===== src/verilog/sfp_test_pkg.sv =====
package sfp_test_pkg;

    // width of every cycle counter and timing parameter
    localparam int TIMER_W = 32;

    // expander access sequence
    typedef enum logic [2:0]
    {
        IDLE,
        WAIT_TIMER,   // blink interval before each round
        WRITE_O,
        RELAX_1,
        READ_I,
        RELAX_2,
        READ_O
    } seq_state_t;

    // request to the i2c expander engine
    typedef enum logic [1:0]
    {
        OP_NONE,
        OP_WRITE_OUT, // write output register
        OP_READ_IN,   // read input register
        OP_READ_OUT   // read back output register
    } expander_op_t;

endpackage


===== src/verilog/expander_sequencer.sv =====
`timescale 1ns/100ps

module expander_sequencer
    import sfp_test_pkg::*;
#(
    parameter logic [TIMER_W-1:0] BLINK_TIME = 2000,
    parameter logic [TIMER_W-1:0] RELAX_TIME = 1500
)
(
    input  logic clk_50_pll,
    input  logic rst_n,

    input  logic dev_ready_i,

    output logic need_write_reg_o_o,
    output logic need_read_reg_i_o,
    output logic need_read_reg_o_o,

    output logic blink_tick_o
);

// recovery when the engine never comes back ready
localparam logic [TIMER_W-1:0] WAIT_WRAP  = BLINK_TIME + TIMER_W'(1000);
localparam logic [TIMER_W-1:0] RELAX_WRAP = RELAX_TIME + TIMER_W'(1000);
localparam logic [TIMER_W-1:0] BLINK_HALF = BLINK_TIME / TIMER_W'(2);

seq_state_t         state;
seq_state_t         state_next;
expander_op_t       op;

logic [TIMER_W-1:0] wait_timer;
logic [TIMER_W-1:0] relax_timer;
logic               dev_ready_prev;
logic               ready_rise;
logic               wait_done;
logic               relax_done;

assign ready_rise = dev_ready_i & ~dev_ready_prev;   // access finished
assign wait_done  = (wait_timer == BLINK_TIME) & dev_ready_i;
assign relax_done = (relax_timer == RELAX_TIME) & dev_ready_i;

always_ff @(posedge clk_50_pll, negedge rst_n)
begin
    if (~rst_n)
        dev_ready_prev <= 1'b0;
    else
        dev_ready_prev <= dev_ready_i;
end

always_ff @(posedge clk_50_pll, negedge rst_n)
begin
    if (~rst_n)
        state <= IDLE;
    else
        state <= state_next;
end

always_comb
begin
    state_next = state;
    case (state)
        IDLE:       if (dev_ready_i) state_next = WAIT_TIMER;
        WAIT_TIMER: if (wait_done)   state_next = WRITE_O;
        WRITE_O:    if (ready_rise)  state_next = RELAX_1;
        RELAX_1:    if (relax_done)  state_next = READ_I;
        READ_I:     if (ready_rise)  state_next = RELAX_2;
        RELAX_2:    if (relax_done)  state_next = READ_O;
        READ_O:     if (ready_rise)  state_next = IDLE;
        default:    state_next = IDLE;
    endcase
end

always_ff @(posedge clk_50_pll, negedge rst_n)
begin
    if (~rst_n)
    begin
        wait_timer <= '0;
    end
    else if (state == WAIT_TIMER)
    begin
        if (wait_timer > WAIT_WRAP)
            wait_timer <= '0;
        else
            wait_timer <= wait_timer + TIMER_W'(1);
    end
    else
    begin
        wait_timer <= '0;
    end
end

// shared by both settle gaps, cleared during each access
always_ff @(posedge clk_50_pll, negedge rst_n)
begin
    if (~rst_n)
    begin
        relax_timer <= '0;
    end
    else if (state == RELAX_1 || state == RELAX_2)
    begin
        if (relax_timer > RELAX_WRAP)
            relax_timer <= '0;
        else
            relax_timer <= relax_timer + TIMER_W'(1);
    end
    else
    begin
        relax_timer <= '0;
    end
end

always_comb
begin
    case (state)
        WRITE_O: op = OP_WRITE_OUT;
        READ_I:  op = OP_READ_IN;
        READ_O:  op = OP_READ_OUT;
        default: op = OP_NONE;
    endcase
end

// requests dropped as soon as the engine goes busy
always_ff @(posedge clk_50_pll, negedge rst_n)
begin
    if (~rst_n)
    begin
        need_write_reg_o_o <= 1'b0;
        need_read_reg_i_o  <= 1'b0;
        need_read_reg_o_o  <= 1'b0;
    end
    else
    begin
        need_write_reg_o_o <= dev_ready_i & (op == OP_WRITE_OUT);
        need_read_reg_i_o  <= dev_ready_i & (op == OP_READ_IN);
        need_read_reg_o_o  <= dev_ready_i & (op == OP_READ_OUT);
    end
end

assign blink_tick_o = (state == WAIT_TIMER) & (wait_timer == BLINK_HALF);   // mid-wait

endmodule


===== src/verilog/health_indicator.sv =====
`timescale 1ns/100ps

module health_indicator
    import sfp_test_pkg::*;
#(
    parameter logic [TIMER_W-1:0] BLINK_DIVIDE = 25000
)
(
    input  logic clk_50_pll,
    input  logic rst_n,

    input  logic blink_tick_i,
    input  logic mac_inited_i,
    input  logic rx_ready_i,

    output logic sfp_gled_o,
    output logic sfp_rled_o,
    output logic sfp_txflt_led_o,
    output logic sfp_rlos_led_o,
    output logic blink_led_o
);

logic [TIMER_W-1:0] div_cnt;

// system heartbeat
always_ff @(posedge clk_50_pll, negedge rst_n)
begin
    if (~rst_n)
    begin
        div_cnt     <= '0;
        blink_led_o <= 1'b0;
    end
    else if (div_cnt == BLINK_DIVIDE - TIMER_W'(1))
    begin
        div_cnt     <= '0;
        blink_led_o <= ~blink_led_o;
    end
    else
    begin
        div_cnt <= div_cnt + TIMER_W'(1);
    end
end

always_ff @(posedge clk_50_pll, negedge rst_n)
begin
    if (~rst_n)
    begin
        sfp_gled_o      <= 1'b1;   // green after reset
        sfp_txflt_led_o <= 1'b0;
        sfp_rlos_led_o  <= 1'b0;
    end
    else
    begin
        if (blink_tick_i)
            sfp_gled_o <= ~sfp_gled_o;
        sfp_txflt_led_o <= mac_inited_i;
        sfp_rlos_led_o  <= rx_ready_i;
    end
end

assign sfp_rled_o = ~sfp_gled_o;

endmodule


===== src/verilog/send_scheduler.sv =====
`timescale 1ns/100ps

module send_scheduler
    import sfp_test_pkg::*;
#(
    parameter logic [TIMER_W-1:0] SEND_PERIOD_1 = 255,
    parameter logic [TIMER_W-1:0] SEND_PERIOD_2 = 511
)
(
    input  logic clk_50_pll,
    input  logic rst_n,

    input  logic mac_inited_i,
    input  logic rx_ready_i,

    output logic cmd_send_1_o,
    output logic cmd_send_2_o
);

localparam logic [TIMER_W-1:0] SEND_1_END = SEND_PERIOD_1 + TIMER_W'(3);
localparam logic [TIMER_W-1:0] SEND_2_END = SEND_PERIOD_2 + TIMER_W'(3);
localparam logic [TIMER_W-1:0] ROUND_END  = SEND_PERIOD_2 + TIMER_W'(10);

logic [TIMER_W-1:0] send_cnt;
logic [TIMER_W-1:0] send_cnt_inc;
logic               link_up;

assign link_up      = mac_inited_i & rx_ready_i;
assign send_cnt_inc = send_cnt + TIMER_W'(1);   // value taken at this edge

always_ff @(posedge clk_50_pll, negedge rst_n)
begin
    if (~rst_n)
    begin
        send_cnt <= '0;
    end
    else if (link_up)
    begin
        if (send_cnt_inc == ROUND_END)
        begin
            send_cnt <= '0;
        end
        else
        begin
            send_cnt <= send_cnt_inc;
        end
    end
end

// strobes held while the link is down
always_ff @(posedge clk_50_pll, negedge rst_n)
begin
    if (~rst_n)
    begin
        cmd_send_1_o <= 1'b0;
        cmd_send_2_o <= 1'b0;
    end
    else if (link_up)
    begin
        if (send_cnt_inc == SEND_PERIOD_1)
            cmd_send_1_o <= 1'b1;
        else if (send_cnt_inc == SEND_1_END)
            cmd_send_1_o <= 1'b0;

        if (send_cnt_inc == SEND_PERIOD_2)
            cmd_send_2_o <= 1'b1;
        else if (send_cnt_inc == SEND_2_END)
            cmd_send_2_o <= 1'b0;   // 3 enabled cycles wide
    end
end

endmodule


===== src/verilog/sfp_test_top.sv =====
`timescale 1ns/100ps

module sfp_test_top
    import sfp_test_pkg::*;
#(
    parameter logic [TIMER_W-1:0] SEND_PERIOD_1 = 255,
    parameter logic [TIMER_W-1:0] SEND_PERIOD_2 = 511,   // must exceed SEND_PERIOD_1 + 3
    parameter logic [TIMER_W-1:0] BLINK_TIME    = 2000,
    parameter logic [TIMER_W-1:0] RELAX_TIME    = 1500,
    parameter logic [TIMER_W-1:0] BLINK_DIVIDE  = 25000
)
(
    input  logic clk_50_pll,
    input  logic rst_n,

    // link status from the platform
    input  logic mac_inited_i,
    input  logic rx_ready_i,

    // expander engine conduit
    input  logic dev_ready_i,
    output logic need_write_reg_o_o,
    output logic need_read_reg_i_o,
    output logic need_read_reg_o_o,

    output logic cmd_send_1_o,
    output logic cmd_send_2_o,

    output logic sfp_gled_o,
    output logic sfp_rled_o,
    output logic sfp_txflt_led_o,
    output logic sfp_rlos_led_o,
    output logic blink_led_o
);

logic blink_tick;

send_scheduler #(
    .SEND_PERIOD_1  (SEND_PERIOD_1),
    .SEND_PERIOD_2  (SEND_PERIOD_2)
) i_send_scheduler (
    .clk_50_pll     (clk_50_pll),
    .rst_n          (rst_n),
    .mac_inited_i   (mac_inited_i),
    .rx_ready_i     (rx_ready_i),
    .cmd_send_1_o   (cmd_send_1_o),
    .cmd_send_2_o   (cmd_send_2_o)
);

expander_sequencer #(
    .BLINK_TIME         (BLINK_TIME),
    .RELAX_TIME         (RELAX_TIME)
) i_expander_sequencer (
    .clk_50_pll         (clk_50_pll),
    .rst_n              (rst_n),
    .dev_ready_i        (dev_ready_i),
    .need_write_reg_o_o (need_write_reg_o_o),
    .need_read_reg_i_o  (need_read_reg_i_o),
    .need_read_reg_o_o  (need_read_reg_o_o),
    .blink_tick_o       (blink_tick)
);

health_indicator #(
    .BLINK_DIVIDE       (BLINK_DIVIDE)
) i_health_indicator (
    .clk_50_pll         (clk_50_pll),
    .rst_n              (rst_n),
    .blink_tick_i       (blink_tick),
    .mac_inited_i       (mac_inited_i),
    .rx_ready_i         (rx_ready_i),
    .sfp_gled_o         (sfp_gled_o),
    .sfp_rled_o         (sfp_rled_o),
    .sfp_txflt_led_o    (sfp_txflt_led_o),
    .sfp_rlos_led_o     (sfp_rlos_led_o),
    .blink_led_o        (blink_led_o)
);

endmodule

===== config.mk =====
export PLATFORM = sky130hd
export DESIGN_NAME = sfp_test_top
export DESIGN_NICKNAME = d
export VERILOG_FILES = /design/src/verilog/sfp_test_pkg.sv /design/src/verilog/expander_sequencer.sv /design/src/verilog/health_indicator.sv /design/src/verilog/send_scheduler.sv /design/src/verilog/sfp_test_top.sv
export SDC_FILE = /design/constraint.sdc
export NUM_CORES = 1
export LEC_CHECK = 0
export BUFFER_PORTS_ARGS = -buffer_cell sky130_fd_sc_hd__buf_2
export CELL_PAD_IN_SITES_DETAIL_PLACEMENT = 0
export CELL_PAD_IN_SITES_GLOBAL_PLACEMENT = 2
export CORE_MARGIN = 3
export CORE_UTILIZATION = 35
export CTS_CLUSTER_DIAMETER = 40
export DETAILED_ROUTE_END_ITERATION = 10
export HOLD_SLACK_MARGIN = 0.08
export PLACE_DENSITY_LB_ADDON = 0.12
export SETUP_SLACK_MARGIN = 0.1
export SKIP_CTS_REPAIR_TIMING = 1
export SLEW_MARGIN = 20
export SYNTH_ARGS = -nofsm -noshare
export SYNTH_HDL_FRONTEND = slang
export SYNTH_SLANG_ARGS = --single-unit

===== constraint.sdc =====
create_clock -name clk_50_pll -period 2.94 [get_ports clk_50_pll]
set_input_delay 0 -clock clk_50_pll [delete_from_list [all_inputs] [get_ports clk_50_pll]]
set_output_delay 0 -clock clk_50_pll [all_outputs]
set_load 0.005 [all_outputs]

==> impl_metrics.tcl, run 1 <==
set metrics [dict create \
    row_count 49 \
    grt_pass1_wl_microns 23600 \
    synth_seq_cells 141 \
    first_global_vias 4685 \
    final_nets 719 \
    drtIter0Drc 178 \
    final.setup.tns_ps 0 \
    grt_antenna_before_repair 0 \
    fill_cells 1790 \
    drc_errors 0 \
    synth_flop_cell "dfrtp_1" \
    layout-drive-gt1-share 0.128 \
    die_x_microns 144 \
    syn_to_final_growth_pct 18.2 \
    arrival_ps 3090 \
    netlist_area_sq_um 6670 \
    wl_met2_microns 6400 \
    p_per_area_nw_per_um2 595 \
    tritoncts "built" \
    clkSlewWorstSetupHoldPaths_ps 60 \
    portBuffers 14 \
    maxSlewHeadroom 0.553 \
    min_path_type "primary input to async pin" \
    dr_total_vias 4667 \
    drtAntennaViolNets 0 \
    die_y_microns 144 \
    finalClockSkew_ps 10.2 \
    cts_buffers 17 \
    hold_viol 0 \
    crit_required_ps 3280 \
    synth_edf_count 0 \
    io_pins 15 \
    antennaDiodeCount 0 \
    outcome "completed" \
    cts_max_path_buffers 2 \
    end_kind "register" \
    wl_met1_microns 6590 \
    ys_warn_count 0 \
    grt_setup_unrepaired "yes" \
    synth.avg_cell_area_sq_um 10.5 \
    clock_latency_ps 410 \
    hold-worst-slack_ps 158 \
    first_pass_iters 4 \
    path_class "register to register" \
    clock-root-buffer "clkbuf_16" \
    top_layer "met4" \
    timing.max_cap.violations 0 \
    gr-total-overflow 0 \
    wl_met3_microns 365 \
    grt_max_degree 72 \
    ys_seq_area_frac 0.529 \
    wl_per_cell_microns 14.2 \
    period_minus_slack_ps 2750 \
    syn_inst 633 \
    stdcell_count 947 \
    crit_fanout 7 \
    mostFrequentLayoutCell "dfrtp_1" \
    track_usage 0.144 \
    yosysUniqueCellTypes 66 \
    via_per_inst 4.93 \
    setup_viol 0 \
    slew_violations 0 \
    globalplace.congestion 0.762 \
    timing.fmax_mhz 363 \
    async_flop_share 1.00 \
    die_area_sq_um 20700 \
    mostFrequentLayoutCells "dfrtp_1 (138), nor2_1 (63), xnor2_1 (58), nand2_1 (55), nand3_1 (42)" \
    cts_sinks 141 \
    h-tree-depth 4 \
    start_util 0.364 \
    max-vdd-ir-drop_v 0.000381 \
    start_kind "register" \
    layout_worst_path_cycle_share 0.936 \
    totalWireLength_microns 13500 \
    p_leak_nw 3.43 \
    dpl.cell_count 906 \
    worst_pin_slew_ps 667 \
    place.detailed.hpwl_microns 9530 \
    core_area_sq_um 18300 \
]
-- flip-flops by register name, indices dropped and copies added (netlist names), 3 cells and up --
register,flops
i_health_indicator.div_cnt,32
i_send_scheduler.send_cnt,32
i_expander_sequencer.relax_timer,32
i_expander_sequencer.wait_timer,32
i_expander_sequencer.state,3
-- cell type report --
type | count | area, sq um | area share
Inverter | 14 | 52.6 | 0.00667
Tap cell | 229 | 287 | 0.0363
Clock inverter | 13 | 165 | 0.0210
Multi-Input combinational cell | 488 | 3090 | 0.391
Sequential cell | 141 | 3530 | 0.448
Timing Repair Buffer | 43 | 308 | 0.0390
Clock buffer | 19 | 453 | 0.0575
-- power by group --
| part | switching (mW) | internal [mW] | leakage, nW | total, mW |
|---|---|---|---|---|
| clock | 0.839 | 1.38 | 0.297 | 2.22 |
| sequential | 0.106 | 2.02 | 1.81 | 2.12 |
| combinational | 0.203 | 0.141 | 1.32 | 0.344 |
-- through the flow --
stage | total power [mW] | setup slack (ps) | area (sq um) | util
2_1_floorplan | 2.37 | 139 | 6840 | -
3_3_place_gp | 2.46 | 36.1 | 7150 | 0.390
3_5_place_dp | 2.47 | 42.7 | 7150 | 0.390
4_1_cts | 4.74 | 31.8 | 7770 | 0.424
5_1_grt | 4.94 | 45.1 | 7880 | 0.430
6_report | 4.69 | 188 | 7880 | 0.430
-- kinds of logic (layout without fill, tap and decap cells) --
group | count (synthesis) | in the layout | synth area share
simple gates | 297 | 297 | 0.242
xor+xnor | 91 | 91 | 0.120
other cells | 1 | 40 | 0.000562
buf+inv | 43 | 89 | 0.0370
mux | 4 | 4 | 0.00619
flops | 141 | 141 | 0.529
fa+ha+maj | 9 | 9 | 0.0169
compound gates | 47 | 47 | 0.0488
-- worst max-delay path, cell delays in order (launching register included) --
cell and delay, ps:
dfrtp_1 410, ha_4 190, nand3_4 100, or4_4 600, nor4_4 220, o22ai_1 100, or4_4 540, o41a_1 380
a31oi_1 140
-- layer usage --
| layer | vias to the layer above | GRT usage |
|---|---|---|
| met2 | 49 | 0.227 |
| met5 | - | 0 |
| met3 | 10 | 0.0384 |
| li1 | 2312 | - |
| met1 | 2296 | 0.196 |
| met4 | 0 | 0.0431 |
-- final timing paths --
| kind | endpoint | slack (ps) | cells after the start | startpoint |
|---|---|---|---|---|
| min in group clk_50_pll | i_health_indicator.sfp_txflt_led_o$_DFF_PN0_ | 270 | 2 | mac_inited_i |
| min | i_expander_sequencer.wait_timer[7]$_DFF_PN0_ | 160 | 2 | rst_n |
| max reg2reg | i_send_scheduler.cmd_send_1_o$_DFFE_PN0P_ | 190 | 8 | i_send_scheduler.send_cnt[0]$_DFFE_PN0P_ |
| max in group asynchronous | i_send_scheduler.send_cnt[2]$_DFFE_PN0P_ | 1900 | 3 | rst_n |
| max | i_send_scheduler.cmd_send_1_o$_DFFE_PN0P_ | 190 | 8 | i_send_scheduler.send_cnt[0]$_DFFE_PN0P_ |
| min reg2reg | i_health_indicator.blink_led_o$_DFFE_PN0N_ | 470 | 1 | i_health_indicator.blink_led_o$_DFFE_PN0N_ |
-- synth_stat cells (2+ instances only) --
master / number / area [sq um]
or4_1: 2 / 15.0
and4_1: 6 / 52.6
nor2_1: 63 / 236
nor4_1: 24 / 150
nor4bb_1: 2 / 20.0
o31ai_1: 2 / 15.0
nand4_1: 19 / 119
nand3_1: 43 / 215
nor4b_1: 2 / 17.5
and2_1: 4 / 25.0
and3b_1: 2 / 17.5
nand3b_1: 2 / 15.0
a2bb2oi_1: 2 / 17.5
and3_1: 23 / 144
buf_6: 7 / 78.8
a21o_1: 2 / 15.0
nand3_4: 2 / 35.0
a31oi_1: 6 / 37.5
o21ai_1: 2 / 10.0
o41a_1: 2 / 22.5
o22ai_1: 5 / 31.3
buf_4: 6 / 45.0
or3_1: 3 / 18.8
dfrtp_1: 140 / 3500
nand2b_1: 2 / 12.5
nand2_1: 55 / 206
inv_1: 14 / 52.6
a21oi_1: 4 / 20.0
clkbuf_1: 13 / 48.8
mux2i_1: 3 / 30.0
o21ai_0: 10 / 50.1
nor4_4: 2 / 42.5
nor2b_1: 8 / 50.1
xnor2_1: 58 / 508
ha_1: 9 / 113
nor3_1: 20 / 100
a211oi_1: 2 / 15.0
or4_4: 2 / 22.5
xor2_1: 33 / 289
Power figures use the tool's default switching activity.
==> inputs of run 2 (changes only) <==
clock period = 2.8 ns   (was 2.94 ns; I/O delays follow)
==> run 2 against run 1 <==
Wire length shrank 0.83%. Global-route usage down 0.15 points. Highest routed layer unchanged. Register-to-register slack got worse by 140 ps. Core utilization increased by 0.23 points. Critical endpoint unchanged. Die area stayed put. Critical path type unchanged. Largest cell class unchanged. Fmax grew 0.17%. First-iteration DRC count fell by 3.9%.
==> impl_metrics.tcl, run 2 (synthesis results as in run 1) <==
set metrics [dict create \
    end_kind "register" \
    via_per_inst 4.94 \
    top_usage_layer "met2" \
    final_cell_area_sq_um 7930 \
    timing.fmax_mhz 364 \
    setup_viol 0 \
    io_pins 15 \
    mostFrequentLayoutCells "dfrtp_1 (138), nor2_1 (63), xnor2_1 (58), nand2_1 (55), nand3_1 (42)" \
    h-tree-depth 4 \
    drtIter0Drc 171 \
    first_global_vias 4784 \
    final_nets 730 \
    grt_setup_unrepaired "yes" \
    dpl.cell_count 917 \
    mostFrequentLayoutCell "dfrtp_1" \
    use_met1 0.193 \
    slew_violations 0 \
    cts_buffers 17 \
    post_dp_cell_area_sq_um 7260 \
    hold_viol 0 \
    path_class "register to register" \
    max-vdd-ir-drop_v 0.000489 \
    antennaDiodeCount 0 \
    crit_required_ps 3140 \
    layout_worst_path_cycle_share 0.981 \
    first_pass_iters 4 \
    cts_sinks 141 \
    die_y_microns 144 \
    core_area_sq_um 18300 \
    row_count 49 \
    drc_errors 0 \
    totalWireLength_microns 13400 \
    finalClockSkew_ps 12.8 \
    drtAntennaViolNets 0 \
    final_core_util 0.432 \
    place.detailed.hpwl_microns 9310 \
    worst_pin_slew_ps 711 \
    start_kind "register" \
    dr_total_vias 4730 \
    portBuffers 14 \
    grt_max_degree 76 \
    clock_latency_ps 420 \
    clock-root-buffer "clkbuf_16" \
    wl_per_cell_microns 14.0 \
    fin_total_pwr_mw 4.75 \
    clkSlewWorstSetupHoldPaths_ps 60 \
    grtUsageMet2 0.221 \
    globalplace.congestion 0.800 \
    cts_max_path_buffers 2 \
    final.setup.tns_ps 0 \
    arrival_ps 3090 \
    syn_to_final_growth_pct 18.8 \
    min_path_type "primary input to async pin" \
    use_met3 0.0370 \
    timing.max_cap.violations 0 \
    start_util 0.364 \
    p_leak_nw 3.47 \
    grt_antenna_before_repair 0 \
    die_area_sq_um 20700 \
    grt_pass1_wl_microns 23400 \
    crit_fanout 6 \
    outcome "completed" \
    p_per_area_nw_per_um2 599 \
    period_minus_slack_ps 2750 \
    stdcell_count 958 \
    die_x_microns 144 \
    tritoncts "built" \
    track_usage 0.143 \
    r2r.worst_path.cells 9 \
    gr-total-overflow 0 \
    layout-drive-gt1-share 0.136 \
    maxSlewHeadroom 0.526 \
]
==> run 2: cell count changes in the layout (fill, tap and decap cells not counted), moves of 2 or more <==
cell	change
clkinvlp_4	-3
buf_4	+11
clkinv_4	-2
clkbuf_1	+7
==> run 2: path summary, 6_finish.rpt <==
path / slack, ps / to / from
hold reg to reg: 470 / i_health_indicator.blink_led_o$_DFFE_PN0N_ / i_health_indicator.blink_led_o$_DFFE_PN0N_
max in group asynchronous: 1770 / i_send_scheduler.send_cnt[1]$_DFFE_PN0P_ / rst_n
min in group clk_50_pll: 280 / i_health_indicator.sfp_txflt_led_o$_DFF_PN0_ / mac_inited_i
hold / removal: 180 / i_expander_sequencer.wait_timer[10]$_DFF_PN0_ / rst_n
setup / recovery: 50 / i_send_scheduler.cmd_send_1_o$_DFFE_PN0P_ / i_send_scheduler.send_cnt[0]$_DFFE_PN0P_
setup reg to reg: 50 / i_send_scheduler.cmd_send_1_o$_DFFE_PN0P_ / i_send_scheduler.send_cnt[0]$_DFFE_PN0P_
==> run 2: power by group <==
group | total [mW] | leakage (nW) | internal [mW] | switching [mW]
Clock | 2.15 | 0.273 | 1.33 | 0.820
Combinational | 0.378 | 1.38 | 0.153 | 0.225
Sequential | 2.22 | 1.81 | 2.12 | 0.100
==> run 2: area by class of cell <==
type                    instances  area, sq um
multi-input cells             488         3100
clock inverters                 7         88.8
repair buffers                 54          399
flip-flops and latches        141         3530
inverters                      14         52.6
well taps                     229          287
fillers                      1774        10400
clock buffers                  25          465
==> run 2: routing by layer <==
layer,share of wire,vias to the layer above
li1,-,2335
met1,0.50,2331
met2,0.46,44
met3,0.028,20
met4,0.018,0
met5,0,-
==> run 2: metrics by stage <==
stage / setup WS [ps] / hold slack (ps)
2_1_floorplan: 81.6 / -296
4_1_cts: -1.17 / -366
5_1_grt: -47.9 / 244
3_5_place_dp: 19.8 / 93.0
6_report: 52.3 / 181
3_3_place_gp: 55.3 / 78.2
==> run 2: critical path: stages, from the launching register on <==
cell     delay, ps
dfrtp_1        410
ha_4           170
nand3_4         80
or4_4          590
buf_4          160
mux2i_1        130
o22ai_1        110
or4_4          480
o41a_1         380
a31oi_1        140
==> inputs of run 3 (changes only) <==
CORE_UTILIZATION = 42   (was 35)
==> run 3 against run 2 <==
Core utilization grew 8.2 points. Cell count fell by 2.4%. Count of clock-buffer cells in the layout down 8. Register-to-register slack is essentially flat. Clock skew down 4.2 ps. Worst hold slack lost 13 ps. Sequential share of layout area is 0.095 points higher. Global-route usage is 1.3 points higher.
==> impl_metrics.tcl, run 3 (synthesis results as in run 1) <==
set metrics [dict create \
    cts_max_path_buffers 2 \
    outcome "completed" \
    die_x_microns 132 \
    globalplace.congestion 0.844 \
    mostFrequentLayoutCells "dfrtp_1 (140), nor2_1 (63), xnor2_1 (58), nand2_1 (55), nand3_1 (42)" \
    slew_violations 0 \
    regArea_sq_um 3530 \
    first_global_vias 4605 \
    fill_cells 1430 \
    drc_errors 0 \
    final_cell_area_sq_um 7900 \
    syn_to_final_growth_pct 18.5 \
    hold-worst-slack_ps 168 \
    place.detailed.hpwl_microns 8960 \
    grt_pass1_wl_microns 22300 \
    row_count 45 \
    finalClockSkew_ps 8.66 \
    grt_max_degree 74 \
    multi_input_area_sq_um 3080 \
    totalWireLength_microns 12700 \
    end_kind "register" \
    wl_per_cell_microns 13.6 \
    pre_cts_ws_ps 26.7 \
    crit_fanout 6 \
    mostFrequentLayoutCell "dfrtp_1" \
    timing.fmax_mhz 363 \
    die_y_microns 132 \
    timing.max_cap.violations 0 \
    clkSlewWorstSetupHoldPaths_ps 70 \
    cts_sinks 141 \
    maxSlewHeadroom 0.570 \
    portBuffers 14 \
    layout-drive-gt1-share 0.134 \
    hold_viol 0 \
    drtAntennaViolNets 0 \
    start_kind "register" \
    io_pins 15 \
    min_path_type "primary input to async pin" \
    track_usage 0.155 \
    max-vdd-ir-drop_v 0.000442 \
    final_core_util 0.514 \
    drtIter0Drc 286 \
    final.setup.tns_ps 0 \
    via_per_inst 4.97 \
    grt_antenna_before_repair 0 \
    timing.final.ws_setup_ps 43.7 \
    antennaDiodeCount 0 \
    clock_latency_ps 410 \
    die_area_sq_um 17400 \
    clock-root-buffer "clkbuf_16" \
    path_class "register to register" \
    crit_required_ps 3140 \
    h-tree-depth 4 \
    cts_buffers 17 \
    final_nets 725 \
    dr_total_vias 4646 \
    period_minus_slack_ps 2760 \
    gr-total-overflow 0 \
    tritoncts "built" \
    setup_viol 0 \
    layout_worst_path_cycle_share 0.984 \
    p_per_area_nw_per_um2 623 \
    p_leak_nw 3.47 \
    start_util 0.434 \
    first_pass_iters 4 \
    grt_setup_unrepaired "yes" \
    post_dp_cell_area_sq_um 7210 \
    core_area_sq_um 15400 \
    arrival_ps 3100 \
    worst_pin_slew_ps 645 \
]
[run 3: changes by cell type in the layout (fill, tap and decap cells not counted), moves of 2 or more]
cell | previous run | this run
buf_4 | 35 | 30
clkbuf_1 | 7 | 0
clkinv_4 | 1 | 3
dfrtp_1 | 138 | 140
dfrtp_2 | 2 | 0
inv_6 | 0 | 4
[run 3: where the power goes]
group	leakage, nW	internal (mW)	switching, mW	total (mW)
logic	1.35	0.165	0.234	0.400
clock network	0.300	1.42	0.902	2.32
registers	1.81	2.11	0.0901	2.20
total	3.47	3.70	1.23	4.92
[run 3: final timing paths]
| kind | from | end | slack [ps] | depth (start not counted) |
|---|---|---|---|---|
| worst max-delay path | i_send_scheduler.send_cnt[0]$_DFFE_PN0P_ | i_send_scheduler.cmd_send_1_o$_DFFE_PN0P_ | 40 | 9 |
| min in group clk_50_pll | mac_inited_i | i_health_indicator.sfp_txflt_led_o$_DFF_PN0_ | 250 | 2 |
| worst min register to register | i_health_indicator.blink_led_o$_DFFE_PN0N_ | i_health_indicator.blink_led_o$_DFFE_PN0N_ | 460 | 1 |
| worst max register to register | i_send_scheduler.send_cnt[0]$_DFFE_PN0P_ | i_send_scheduler.cmd_send_1_o$_DFFE_PN0P_ | 40 | 9 |
| max in group asynchronous | rst_n | i_expander_sequencer.wait_timer[13]$_DFF_PN0_ | 1900 | 3 |
| worst min-delay path | rst_n | i_expander_sequencer.wait_timer[11]$_DFF_PN0_ | 170 | 2 |
[run 3: critical path, cell delays in order, from the launching register on]
cell     delay (ps)
dfrtp_1         410
ha_4            170
nand3_4          90
or4_4           590
buf_4           170
mux2i_1         140
o22ai_1         100
or4_4           480
o41a_1          380
a31oi_1         130
[run 3: per-layer routing]
layer	up-vias	track usage	share of wire
met5	-	0	0
met4	0	0.0426	0.0074
met3	8	0.0450	0.032
met2	48	0.240	0.48
met1	2259	0.215	0.48
li1	2331	-	-
[run 3: final cells by class]
class | count | share of cell area
clock inverters | 15 | 0.0234
inverters | 14 | 0.00665
flip-flops and latches | 141 | 0.447
repair buffers | 49 | 0.0458
well taps | 211 | 0.0334
multi-input cells | 488 | 0.390
clock buffers | 17 | 0.0538
[run 3: through the flow]
step,std cells,total power [mW]
after global routing,935,5.15
final,935,4.92
after global placement,895,2.61
after CTS,927,4.97
after detailed placement,895,2.62
after floorplan,672,2.49
